===== src/material_data.mem =====
// Material per sphere id 0 to 7, one 96-bit word per line
// Columns: emission r g b, then albedo r g b, 16 bits each, 1.0 is 8000
000000000000666666666666
00000000000073334ccd3333
800080008000000000000000
ffffe000c000100010001000
000000000000ffffffffffff
199a0ccd000040008000c000
000040000000800080008000
ffffffffffffffffffffffff

===== src/hw/shade_pkg.sv =====
package shade_pkg;

    // Ray slots handled in one pass
    localparam int rpp = 16;
    localparam int rpp_width = 4;

    // Up to 8 spheres in the scene
    localparam int spheres_width = 3;

    // Unsigned fixed point colour channel with 1.0 at 16'h8000
    localparam int chan_width = 16;
    localparam int chan_frac = 15;
    localparam logic [chan_width-1:0] chan_max = '1;

    // Pipeline latencies in clock cycles
    localparam int mul_latency = 2;
    localparam int rom_latency = 1;
    localparam int fetch_latency = 1;
    // Issue to store
    localparam int shade_latency = 5;

    typedef struct packed {
        logic [chan_width-1:0] r;
        logic [chan_width-1:0] g;
        logic [chan_width-1:0] b;
    } color_t;

    // One record per sphere with emission in the upper half
    typedef struct packed {
        color_t emission;
        color_t albedo;
    } material_t;

    // Sky colour seen by rays that leave the scene (0.5, 0.7, 1.0)
    localparam color_t background_emission = '{
        r: 16'h4000,
        g: 16'h599a,
        b: 16'h8000
    };

    typedef enum logic [1:0] {
        seq_idle,
        seq_issue,
        seq_drain
    } seq_state_t;

endpackage


===== src/hw/shade_seq_if.sv =====
`timescale 1ns/1ps

interface shade_seq_if
    import shade_pkg::*;
();
    // Slot issue from the sequencer
    logic                 issue;
    logic [rpp_width-1:0] issue_ndx;

    // Slot completion from the datapath
    logic                 result_vld;
    logic [rpp_width-1:0] result_ndx;

    modport seq (
        output issue, issue_ndx,
        input  result_vld, result_ndx
    );

    modport dp (
        input  issue, issue_ndx,
        output result_vld, result_ndx
    );
endinterface


===== src/hw/delay_line.sv =====
`timescale 1ns/1ps

module delay_line
#(
    parameter int WIDTH = 1,
    parameter int DEPTH = 1
)
(
    input  logic             clk,
    input  logic [WIDTH-1:0] d,
    output logic [WIDTH-1:0] q
);
    logic [WIDTH-1:0] stages [DEPTH];

    always_ff @(posedge clk)
    begin
        stages[0] <= d;
        for (int i = 1; i < DEPTH; i++)
        begin
            stages[i] <= stages[i-1];
        end
    end

    // Oldest entry leaves the chain
    assign q = stages[DEPTH-1];

endmodule


===== src/hw/material_rom.sv =====
`timescale 1ns/1ps

module material_rom
    import shade_pkg::*;
(
    input  logic                     clk,
    input  logic [spheres_width-1:0] addr,
    output material_t                data
);
    logic [$bits(material_t)-1:0] table_mem [2**spheres_width];

    // Scene materials, one record per sphere id
    initial
    begin
        $readmemh("/design/src/material_data.mem", table_mem);
    end

    // Registered read
    always_ff @(posedge clk)
    begin
        data <= table_mem[addr];
    end

endmodule


===== src/hw/shade_seq.sv =====
`timescale 1ns/1ps

module shade_seq
    import shade_pkg::*;
(
    input  logic                 clk,
    input  logic                 rst,
    input  logic                 start,
    output logic                 busy,
    output logic [rpp_width-1:0] fetch_hit_info_ndx,
    shade_seq_if.seq             seq,
    output logic [rpp_width-1:0] store_data_ndx,
    output logic                 store_data_wr_en
);
    seq_state_t           state;
    logic [rpp_width-1:0] ray_ctr;
    logic                 last_issue;
    logic                 last_store;

    assign last_issue = (ray_ctr == rpp_width'(rpp - 1));
    assign last_store = seq.result_vld && (seq.result_ndx == rpp_width'(rpp - 1));

    always_ff @(posedge clk)
    begin
        if (rst)
        begin
            state <= seq_idle;
            ray_ctr <= '0;
        end
        else
        begin
            case (state)
                seq_idle:
                begin
                    ray_ctr <= '0;
                    if (start)
                        state <= seq_issue;
                end
                seq_issue:
                begin
                    // One slot per clock
                    ray_ctr <= ray_ctr + 1'b1;
                    if (last_issue)
                        state <= seq_drain;
                end
                seq_drain:
                begin
                    // Wait for the pipeline to empty
                    if (last_store)
                        state <= seq_idle;
                end
                default:
                    state <= seq_idle;
            endcase
        end
    end

    assign busy = (state != seq_idle);
    assign seq.issue = (state == seq_issue);
    assign seq.issue_ndx = ray_ctr;
    assign fetch_hit_info_ndx = ray_ctr;

    // Store straight from the completion side of the pipeline
    assign store_data_wr_en = seq.result_vld;
    assign store_data_ndx = seq.result_ndx;

endmodule


===== src/hw/color_update.sv =====
`timescale 1ns/1ps

module color_update
    import shade_pkg::*;
(
    input  logic                 clk,
    input  logic                 rst,
    shade_seq_if.dp              dp,
    input  logic                 hit,
    input  material_t            material,
    input  color_t               ray_f_current,
    input  color_t               ray_l_current,
    output logic [rpp_width-1:0] fetch_ray_color_ndx,
    output logic                 ray_hit,
    output color_t               ray_f_new,
    output color_t               ray_l_new
);
    logic [shade_latency-1:0]      vld_pipe;
    logic                          hit_sel;
    color_t                        l_dly;
    logic [2:0][chan_width-1:0]    f_ch;
    logic [2:0][chan_width-1:0]    emis_ch;
    logic [2:0][chan_width-1:0]    albd_ch;
    logic [2:0][chan_width-1:0]    l_ch;
    logic [2:0][2*chan_width-1:0]  emis_prod;
    logic [2:0][2*chan_width-1:0]  albd_prod;
    logic [2:0][chan_width-1:0]    emis_sat;
    logic [2:0][chan_width-1:0]    albd_sat;
    logic [2:0][chan_width-1:0]    l_sum;

    // Clamp a value with one carry bit to the channel range
    function automatic logic [chan_width-1:0] sat_chan(input logic [chan_width:0] v);
        return v[chan_width] ? chan_max : v[chan_width-1:0];
    endfunction

    // Slot index for the colour fetch and then on to the store
    delay_line #(.WIDTH(rpp_width), .DEPTH(fetch_latency)) dly_fetch_ndx (
        .clk(clk),
        .d(dp.issue_ndx),
        .q(fetch_ray_color_ndx)
    );

    delay_line #(.WIDTH(rpp_width), .DEPTH(shade_latency - fetch_latency)) dly_result_ndx (
        .clk(clk),
        .d(fetch_ray_color_ndx),
        .q(dp.result_ndx)
    );

    // Hit flag lines up with the ROM output
    delay_line #(.WIDTH(1), .DEPTH(rom_latency)) dly_hit_sel (
        .clk(clk),
        .d(hit),
        .q(hit_sel)
    );

    delay_line #(.WIDTH(1), .DEPTH(shade_latency - fetch_latency - rom_latency)) dly_hit_out (
        .clk(clk),
        .d(hit_sel),
        .q(ray_hit)
    );

    // L waits for the emission product
    delay_line #(.WIDTH($bits(color_t)), .DEPTH(mul_latency)) dly_l (
        .clk(clk),
        .d(ray_l_current),
        .q(l_dly)
    );

    // Misses see the sky and absorb everything
    assign emis_ch = hit_sel ? material.emission : background_emission;
    assign albd_ch = hit_sel ? material.albedo : '0;
    assign f_ch = ray_f_current;
    assign l_ch = l_dly;

    always_ff @(posedge clk)
    begin
        for (int i = 0; i < 3; i++)
        begin
            // Full products first
            emis_prod[i] <= f_ch[i] * emis_ch[i];
            albd_prod[i] <= f_ch[i] * albd_ch[i];
            // Then back to the channel format
            emis_sat[i] <= sat_chan((chan_width+1)'(emis_prod[i] >> chan_frac));
            albd_sat[i] <= sat_chan((chan_width+1)'(albd_prod[i] >> chan_frac));
            // Radiance accumulates last
            l_sum[i] <= sat_chan({1'b0, l_ch[i]} + {1'b0, emis_sat[i]});
        end
    end

    // Throughput skips the adder stage
    delay_line #(
        .WIDTH(3*chan_width),
        .DEPTH(shade_latency - fetch_latency - rom_latency - mul_latency)
    ) dly_albedo (
        .clk(clk),
        .d(albd_sat),
        .q(ray_f_new)
    );

    assign ray_l_new = l_sum;

    always_ff @(posedge clk)
    begin
        if (rst)
            vld_pipe <= '0;
        else
            vld_pipe <= {vld_pipe[shade_latency-2:0], dp.issue};
    end

    assign dp.result_vld = vld_pipe[shade_latency-1];

endmodule


===== src/hw/shade_rays_top.sv =====
`timescale 1ns/1ps

module shade_rays_top
    import shade_pkg::*;
(
    input  logic                     clk,
    input  logic                     rst,
    input  logic                     start,
    output logic                     busy,
    // Hit record fetch
    output logic [rpp_width-1:0]     fetch_hit_info_ndx,
    input  logic                     hit,
    input  logic [spheres_width-1:0] sphere_id,
    // Current F and L fetch
    output logic [rpp_width-1:0]     fetch_ray_color_ndx,
    input  color_t                   ray_f_current,
    input  color_t                   ray_l_current,
    // Result store
    output logic                     store_data_wr_en,
    output logic [rpp_width-1:0]     store_data_ndx,
    output logic                     ray_hit,
    output color_t                   ray_f_new,
    output color_t                   ray_l_new
);
    material_t material;

    shade_seq_if seq_if ();

    shade_seq shade_seq_i (
        .clk(clk),
        .rst(rst),
        .start(start),
        .busy(busy),
        .fetch_hit_info_ndx(fetch_hit_info_ndx),
        .seq(seq_if.seq),
        .store_data_ndx(store_data_ndx),
        .store_data_wr_en(store_data_wr_en)
    );

    // Sphere id arrives with the hit record
    material_rom material_rom_i (
        .clk(clk),
        .addr(sphere_id),
        .data(material)
    );

    color_update color_update_i (
        .clk(clk),
        .rst(rst),
        .dp(seq_if.dp),
        .hit(hit),
        .material(material),
        .ray_f_current(ray_f_current),
        .ray_l_current(ray_l_current),
        .fetch_ray_color_ndx(fetch_ray_color_ndx),
        .ray_hit(ray_hit),
        .ray_f_new(ray_f_new),
        .ray_l_new(ray_l_new)
    );

endmodule


===== config.mk =====
export PLATFORM = sky130hd
export DESIGN_NAME = shade_rays_top
export DESIGN_NICKNAME = d
export VERILOG_FILES = /design/src/hw/shade_pkg.sv /design/src/hw/shade_seq_if.sv /design/src/hw/delay_line.sv /design/src/hw/material_rom.sv /design/src/hw/shade_seq.sv /design/src/hw/color_update.sv /design/src/hw/shade_rays_top.sv
export SDC_FILE = /design/constraint.sdc
export NUM_CORES = 1
export LEC_CHECK = 0
export BUFFER_PORTS_ARGS = -buffer_cell sky130_fd_sc_hd__buf_4
export CAP_MARGIN = 0
export CORE_UTILIZATION = 55
export CTS_CLUSTER_SIZE = 14
export DETAILED_ROUTE_END_ITERATION = 16
export HOLD_SLACK_MARGIN = 0.15
export PLACE_DENSITY_LB_ADDON = 0.05
export SETUP_SLACK_MARGIN = 0.2
export SYNTH_ARGS = -nofsm -noshare
export SYNTH_HDL_FRONTEND = slang
export SYNTH_SLANG_ARGS = --single-unit

===== constraint.sdc =====
create_clock -name clk -period 7 [get_ports clk]
set_clock_uncertainty 0.2 [all_clocks]
set_input_delay 1.05 -clock clk [delete_from_list [all_inputs] [get_ports clk]]
set_output_delay 1.05 -clock clk [all_outputs]
set_load 0.05 [all_outputs]

==> results of run 1 <==
-- worst register-to-register path: cells and delay by family, from the launching register on --
kind / cells / cell delay [ns]
adders and majority gates: 2 / 0.38
muxes: 1 / 0.28
and+or+nand+nor: 2 / 0.16
DFF: 1 / 0.30
AOI/OAI and AO/OA: 5 / 1.51
buffers and inverters: 1 / 0.07
-- power breakdown --
| part | leakage, nW | total (mW) | internal [mW] | switching (mW) |
|---|---|---|---|---|
| sequential | 2.30 | 1.89 | 1.83 | 0.0636 |
| combinational | 5.08 | 3.17 | 1.33 | 1.84 |
| clock | 0.396 | 1.30 | 0.762 | 0.536 |
-- cell usage after synthesis (19+ instances only) --
cell type	count	area, µm²
buf_4	49	368
nor2_1	38	143
nand2_1	58	218
xor2_1	25	219
inv_1	134	503
nor2b_1	19	119
o21ai_0	25	125
ha_1	188	2350
or2_2	19	119
fa_1	74	1480
xnor2_1	21	184
a21o_1	20	150
a21oi_1	45	225
dfxtp_1	274	5490
-- routing by layer --
metal	routed length, µm	vias to the layer above
met5	0	-
met4	461	0
met3	871	36
met2	10800	162
met1	10100	3685
li1	-	4139
-- registers in the layout, indices dropped and copies added, names as in the netlist --
name,cells
color_update_i.ray_l_new,48
color_update_i.dly_hit_sel.stages,1
color_update_i.emis_prod,48
shade_seq_i.state,2
color_update_i.dly_l.stages,96
color_update_i.dly_fetch_ndx.stages,4
color_update_i.dly_hit_out.stages,3
color_update_i.dly_result_ndx.stages,16
color_update_i.vld_pipe,5
color_update_i.emis_sat,47
shade_seq_i.fetch_hit_info_ndx,4
-- cell type report --
class                      count  share of cell area
multi-input combinational    705               0.411
timing repair buffer         246               0.132
tap                          285              0.0228
clock buffer                  35              0.0464
inverter                     134              0.0322
sequential                   274               0.351
clock inverter                10             0.00536
-- cells by family (layout without fill, tap and decap cells) --
kind of cell	after synthesis	after routing	synth area share
flops	274	274	0.435
fa+ha+maj	262	262	0.304
simple gates	189	189	0.0732
buf+inv	188	425	0.0707
compound gates	156	156	0.0820
xor+xnor	46	46	0.0319
mux	4	4	0.00347
other cells	1	48	0.000297
-- per-stage QoR --
stage	worst slack (ns)	cell area [µm²]	cells	power, mW	utilization
after global routing	0.776	15600	1689	6.93	0.693
after CTS	1.06	15600	1689	6.43	0.693
final	1.04	15600	1689	6.36	0.693
after floorplan	1.06	12800	1167	4.42	-
after global placement	0.564	14000	1559	5.04	0.619
after detailed placement	0.517	14000	1559	5.07	0.619
-- timing repair --
action | in CTS | in global routing
hold buffers | 85 | 0
hold endpoints to repair | 85 | 0
buffers inserted | 0 | 0
-- worst min-delay path by stage --
stage                                                    to  slack, ns  cells after the start
floorplan           color_update_i.dly_hit_out.stages[0][0]       0.11                      0
global placement    color_update_i.dly_hit_out.stages[0][0]       0.11                      0
detailed placement       color_update_i.dly_l.stages[0][58]       0.11                      0
CTS                      color_update_i.dly_l.stages[0][62]       0.15                      0
global route                    color_update_i.emis_sat[15]       0.15                      0
finish                   color_update_i.dly_l.stages[0][68]       0.14                      0
==> out/metrics.yaml, run 1 <==
synth_area_per_cell_um2: 11.3
multi_input_area_mm2: 0.00642
slowest_delay_ns: 0.54
path_buf_inv: 5
busiest_layer: "met2"
period_share: 0.852
avgViaCountPerCell: 4.75
htreeDepth: 1
worstPathRequired_ns: 7.20
worstSetupEndpoint: "color_update_i.emis_prod[62]"
synth-edff-count: 0
hold_class: "reg2reg"
via_count: 8022
cts.sinks: 274
crit_cells: 20
power.static_leakage_nw: 7.78
ir_drop_v: 0.000201
cp-start-kind: "primary input"
path_common_cell: "fa_1"
whs_ns: 0.140
netlist_area_mm2: 0.0126
hold_violations: 0
seq_area_frac_synth: 0.435
path_delay_family: "adder cells"
ys_types: 57
routed_wl_um: 22200
cts_buffers: 26
r2r_cells: 11
gr-usage-met2: 0.350
syn_to_final_growth_pct: 23.9
maxCapViolCount: 0
worstReg2RegEnd: "color_update_i.ray_l_new[46]"
grt_pass1_wl_um: 37100
setup_viol: 0
worstPathMaxFanout: 6
insertion_delay_ns: 0.51
hold_start: "color_update_i.dly_l.stages[0][20]"
crit_arrival_ns: 6.16
gp_congestion: 0.853
cp-startpoint: "ray_f_current[26]"
grtUsageMet3: 0.0269
portBuffers: 161
fp.dieW_um: 153
status: "finished, final reports clean"
cts_tree: "built"
rr_startpoint: "color_update_i.dly_l.stages[0][80]"
grt_use_met1: 0.243
wl_per_cell_um: 13.1
drive_gt1_frac: 0.166
worstMarginPinSlew_ns: 0.704
ant_nets: 0
fp-row-count: 55
cts.repair.resized: 0
synthArstFlopShare: 0
clock_path_buffers: 3
root_buffer: "clkbuf_16"
drt-initial-drc-count: 223
antenna_found_initial: 0
synth.yosys.warnings: 0
final_nets: 1752
fin_crit_ns: 5.96
crit_slowest_cell: "fa_1"
tns_ns: 0
p_per_area_mw_per_mm2: 407
max_slew_margin: 0.531
synthCells: 1120
grt.total_usage: 0.194
register_area_mm2: 0.00549
grt_remaining_overflow: 0
fp.coreArea_mm2: 0.0226
clock.fmax_ghz: 0.168
worstSetupPathType: "in2reg"
worstPathCellList: "buf_4 -> ha_1 -> inv_1 -> fa_1 -> inv_1 -> fa_1 -> fa_1 -> fa_1 -> inv_1 -> fa_1 -> inv_1 -> ha_1 -> nand2_1 -> nor3_1 -> a21oi_1 -> nand3_1 -> a21oi_2 -> o31ai_2 -> o22ai_1 -> xnor2_1"
layout_common_cells: "274 x dfxtp_1, 188 x ha_1, 161 x buf_4"
ys_ff_latch: 274
detail_route.first_pass.iterations: 4
start_util: 0.559
end_kind: "register"
grt_pass1_vias: 8114
hpwl_um: 17000
dieArea_mm2: 0.0236
diodes: 0
rrSetupSlack_ns: 3.99
finalMaxSlewViolations: 0
die_h_um: 153
io_pins: 214
layout_commonest_cell: "dfxtp_1"
synth_flop_cell: "dfxtp_1"
grt_max_degree: 17
drc: 0
rsz0062_at_grt: "false"
clk_pin_slew_worst_paths_ns: 0.06
fillers: 1703
Note: power is estimated with default switching activity, not from simulation.
==> inputs of run 2 (changes only) <==
--- a/config.mk
+++ b/config.mk
@@ -15,4 +15,5 @@
 export SETUP_SLACK_MARGIN = 0.2
 export SYNTH_ARGS = -nofsm -noshare
 export SYNTH_HDL_FRONTEND = slang
+export SYNTH_HIERARCHICAL = 1
 export SYNTH_SLANG_ARGS = --single-unit
==> out/metrics.yaml, run 2 <==
clock_power_share: 0.111  # -0.093
comb_power_share: 0.721  # +0.222
drive_gt1_frac: 0.0683  # -0.0977
power_frac_seq: 0.168  # -0.129
crit_arrival_ns: 6.80  # +0.64 ns
path_common_cell: "fa_1"
syn_to_final_growth_pct: 6.99
detail_route.first_pass.iterations: 5  # +1
fp.dieW_um: 335  # +120%
setup_slack_ns: 0.554  # -0.485 ns
cts_tree: "built"
die_h_um: 335  # +120%
yosysTopAreaCellShare: 0.380  # -0.0542
synth.yosys.warnings: 6  # +6
ys_types: 71  # +25%
synthArstFlopShare: 0  # unchanged
synthCells: 6572  # +490%
cts_buffers: 45  # +73%
start_util: 0.558  # -0.00101
period_share: 0.921  # +0.0693
end_kind: "register"
synth_flop_cell: "dfxtp_1"
rsz0062_at_grt: "false"
whs_ns: 0.143  # +0.00243 ns
ant_nets: 0  # unchanged
power_switching_mw: 10.2  # +320%
synth.area.top_cells: "fa_1 38%, dfxtp_1 14%, ha_1 13%"
final_nets: 8502  # +390%
grt_pass1_wl_um: 229000  # +520%
dp_cells: 7912  # +410%
portBuffers: 210  # +30%
root_buffer: "clkbuf_16"
drc: 0  # unchanged
grt_remaining_overflow: 0  # unchanged
hpwl_um: 103000  # +510%
grt_max_degree: 149  # +132
yosys-top-cells-count: "1357 x inv_1, 1161 x fa_1, 867 x nand2_1, 655 x ha_1, 633 x and3_1"
layout_commonest_cell: "inv_1"
cts.sinks: 425  # +55%
seq_area_frac_synth: 0.139  # -0.295
fin_crit_ns: 6.45  # +0.485 ns
max_slew_margin: 0.292  # -0.239
stdcell_count: 8096  # +380%
yosysTopAreaCell: "fa_1"
io_pins: 214  # unchanged
insertion_delay_ns: 0.63  # +0.12 ns
wl_per_cell_um: 16.7  # +28%
via_count: 42319  # +430%
worstMarginPinSlew_ns: 1.06  # +0.358 ns
cp-start-kind: "register"
synth_compound_area_frac: 0.0374  # -0.0446
netlist_area_mm2: 0.0611  # +380%
largest_reg_flops: 96  # unchanged
grt_pass1_vias: 44511  # +450%
tns_ns: 0  # unchanged
synth-simple-area-share: 0.165  # +0.0921
avgViaCountPerCell: 5.23  # +10%
htreeDepth: 2  # +1
synth_top_family_by_area: "adder cells"
intPower_mw: 11.9  # +200%
synth_area_per_cell_um2: 9.30  # -18%
dieArea_mm2: 0.112  # +380%
power.static_leakage_nw: 36.4  # +370%
synth-edff-count: 0  # unchanged
grt.total_usage: 0.252  # +0.0580
drt-initial-drc-count: 2105  # +840%
setup_viol: 0  # unchanged
status: "finished, final reports clean"
worstSetupPathType: "reg2reg"
fp-row-count: 121  # +120%
synth_xor_area_frac: 0.0196  # -0.0123
muxShareOfSynthArea: 0.000655  # -0.00281
clock.fmax_ghz: 0.155  # -7.5%
ys_ff_latch: 425  # +55%
fp.coreArea_mm2: 0.109  # +380%
gp_congestion: 0.846  # -0.89%
reg.largest.list: "color_update_i/dly_l/stages (96), color_update_i/albd_prod (51), color_update_i/emis_prod (51)"
routed_wl_um: 136000  # +510%
clock_path_buffers: 3  # unchanged
antenna_found_initial: 6  # +6
netSwitchingFraction: 0.461  # +0.0780
worstPathMaxFanout: 16  # +10
clk_pin_slew_worst_paths_ns: 0.06  # about the same
hold_class: "reg2reg"
maxCapViolCount: 0  # unchanged
hold_violations: 0  # unchanged
synth_fa_ha_area_frac: 0.515  # +0.211
p_per_area_mw_per_mm2: 338  # -17%
crit_slowest_cell: "fa_1"
synth_most_common_cell: "inv_1"
place_ws_ns: 0.245  # -0.272 ns
layout_common_cells: "1357 x inv_1, 1161 x fa_1, 867 x nand2_1"
postCtsSetupBuffers: 0  # unchanged
regMostFlops: "color_update_i/dly_l/stages"
worstPathRequired_ns: 7.36  # +0.16 ns
finalMaxSlewViolations: 0  # unchanged
slowest_delay_ns: 0.56  # +0.02 ns
ir_drop_v: 0.000422  # +110%
==> run 2: path summary, 6_finish.rpt <==
kind                                            end                                 start  slack [ns]  depth (start not counted)
max reg2reg            color_update_i/emis_prod[59]  color_update_i/dly_hit_sel/stages[0]        0.55                         25
min          color_update_i/dly_albedo/stages[0][2]            color_update_i/albd_sat[2]        0.14                          0
min reg2reg  color_update_i/dly_albedo/stages[0][2]            color_update_i/albd_sat[2]        0.14                          0
max                    color_update_i/emis_prod[59]  color_update_i/dly_hit_sel/stages[0]        0.55                         25
==> run 2: critical path, delay by kind of cell (launching register included) <==
kind | cells | cell delay, ns
fa+ha+maj | 7 | 3.20
buf+inv | 7 | 0.64
simple gates | 5 | 0.89
compound gates | 5 | 0.87
xor+xnor | 1 | 0.13
flops | 1 | 0.42
==> run 2: logic make-up after synthesis <==
family | after synthesis
AO/OA/AOI/OAI | 345
multiplexers | 4
flip-flops | 425
AND/OR/NAND/NOR | 2000
other | 1
buffers and inverters | 1844
XOR/XNOR | 137
adder cells (fa/ha/maj) | 1816
==> run 2: what timing repair did <==
action,CTS,global route
hold buffers,100,0
hold endpoints to repair,100,0
gates resized for setup,0,0
==> run 2: per-stage QoR <==
stage          cell area [µm²]   util  power (mW)
6_report                 65400  0.597        22.1
3_3_place_gp             62800  0.574        17.9
2_1_floorplan            61400      -        15.8
4_1_cts                  65400  0.597        20.8
3_5_place_dp             62800  0.574        18.1
5_1_grt                  65400  0.597        24.7
==> run 2: final cells by class <==
class / instances / area, µm²
antenna: 2 / 5.00
clock buffer: 61 / 1310
clock inverter: 21 / 249
fill: 9829 / 44100
inverter: 1357 / 5090
multi-input combinational: 4398 / 45400
sequential: 425 / 8510
tap: 1476 / 1850
timing repair buffer: 356 / 2920
==> run 2: power groups by stage <==
stage                     combinational (mW)  sequential [mW]  clock (mW)
final                                   15.9             3.70        2.44
after global routing                    18.3             3.79        2.63
after CTS                               14.5             3.72        2.54
after detailed placement                14.3             3.77           0
after global placement                  14.2             3.77           0
after floorplan                         11.2             4.61           0
==> run 2: layer usage <==
metal  vias to the layer above  wire length, µm  track usage
met5                         -               33            0
met4                         6             2570       0.0562
met3                       150             6660       0.0262
met2                       943            65700        0.429
met1                     21391            60600        0.347
li1                      19829                -            -
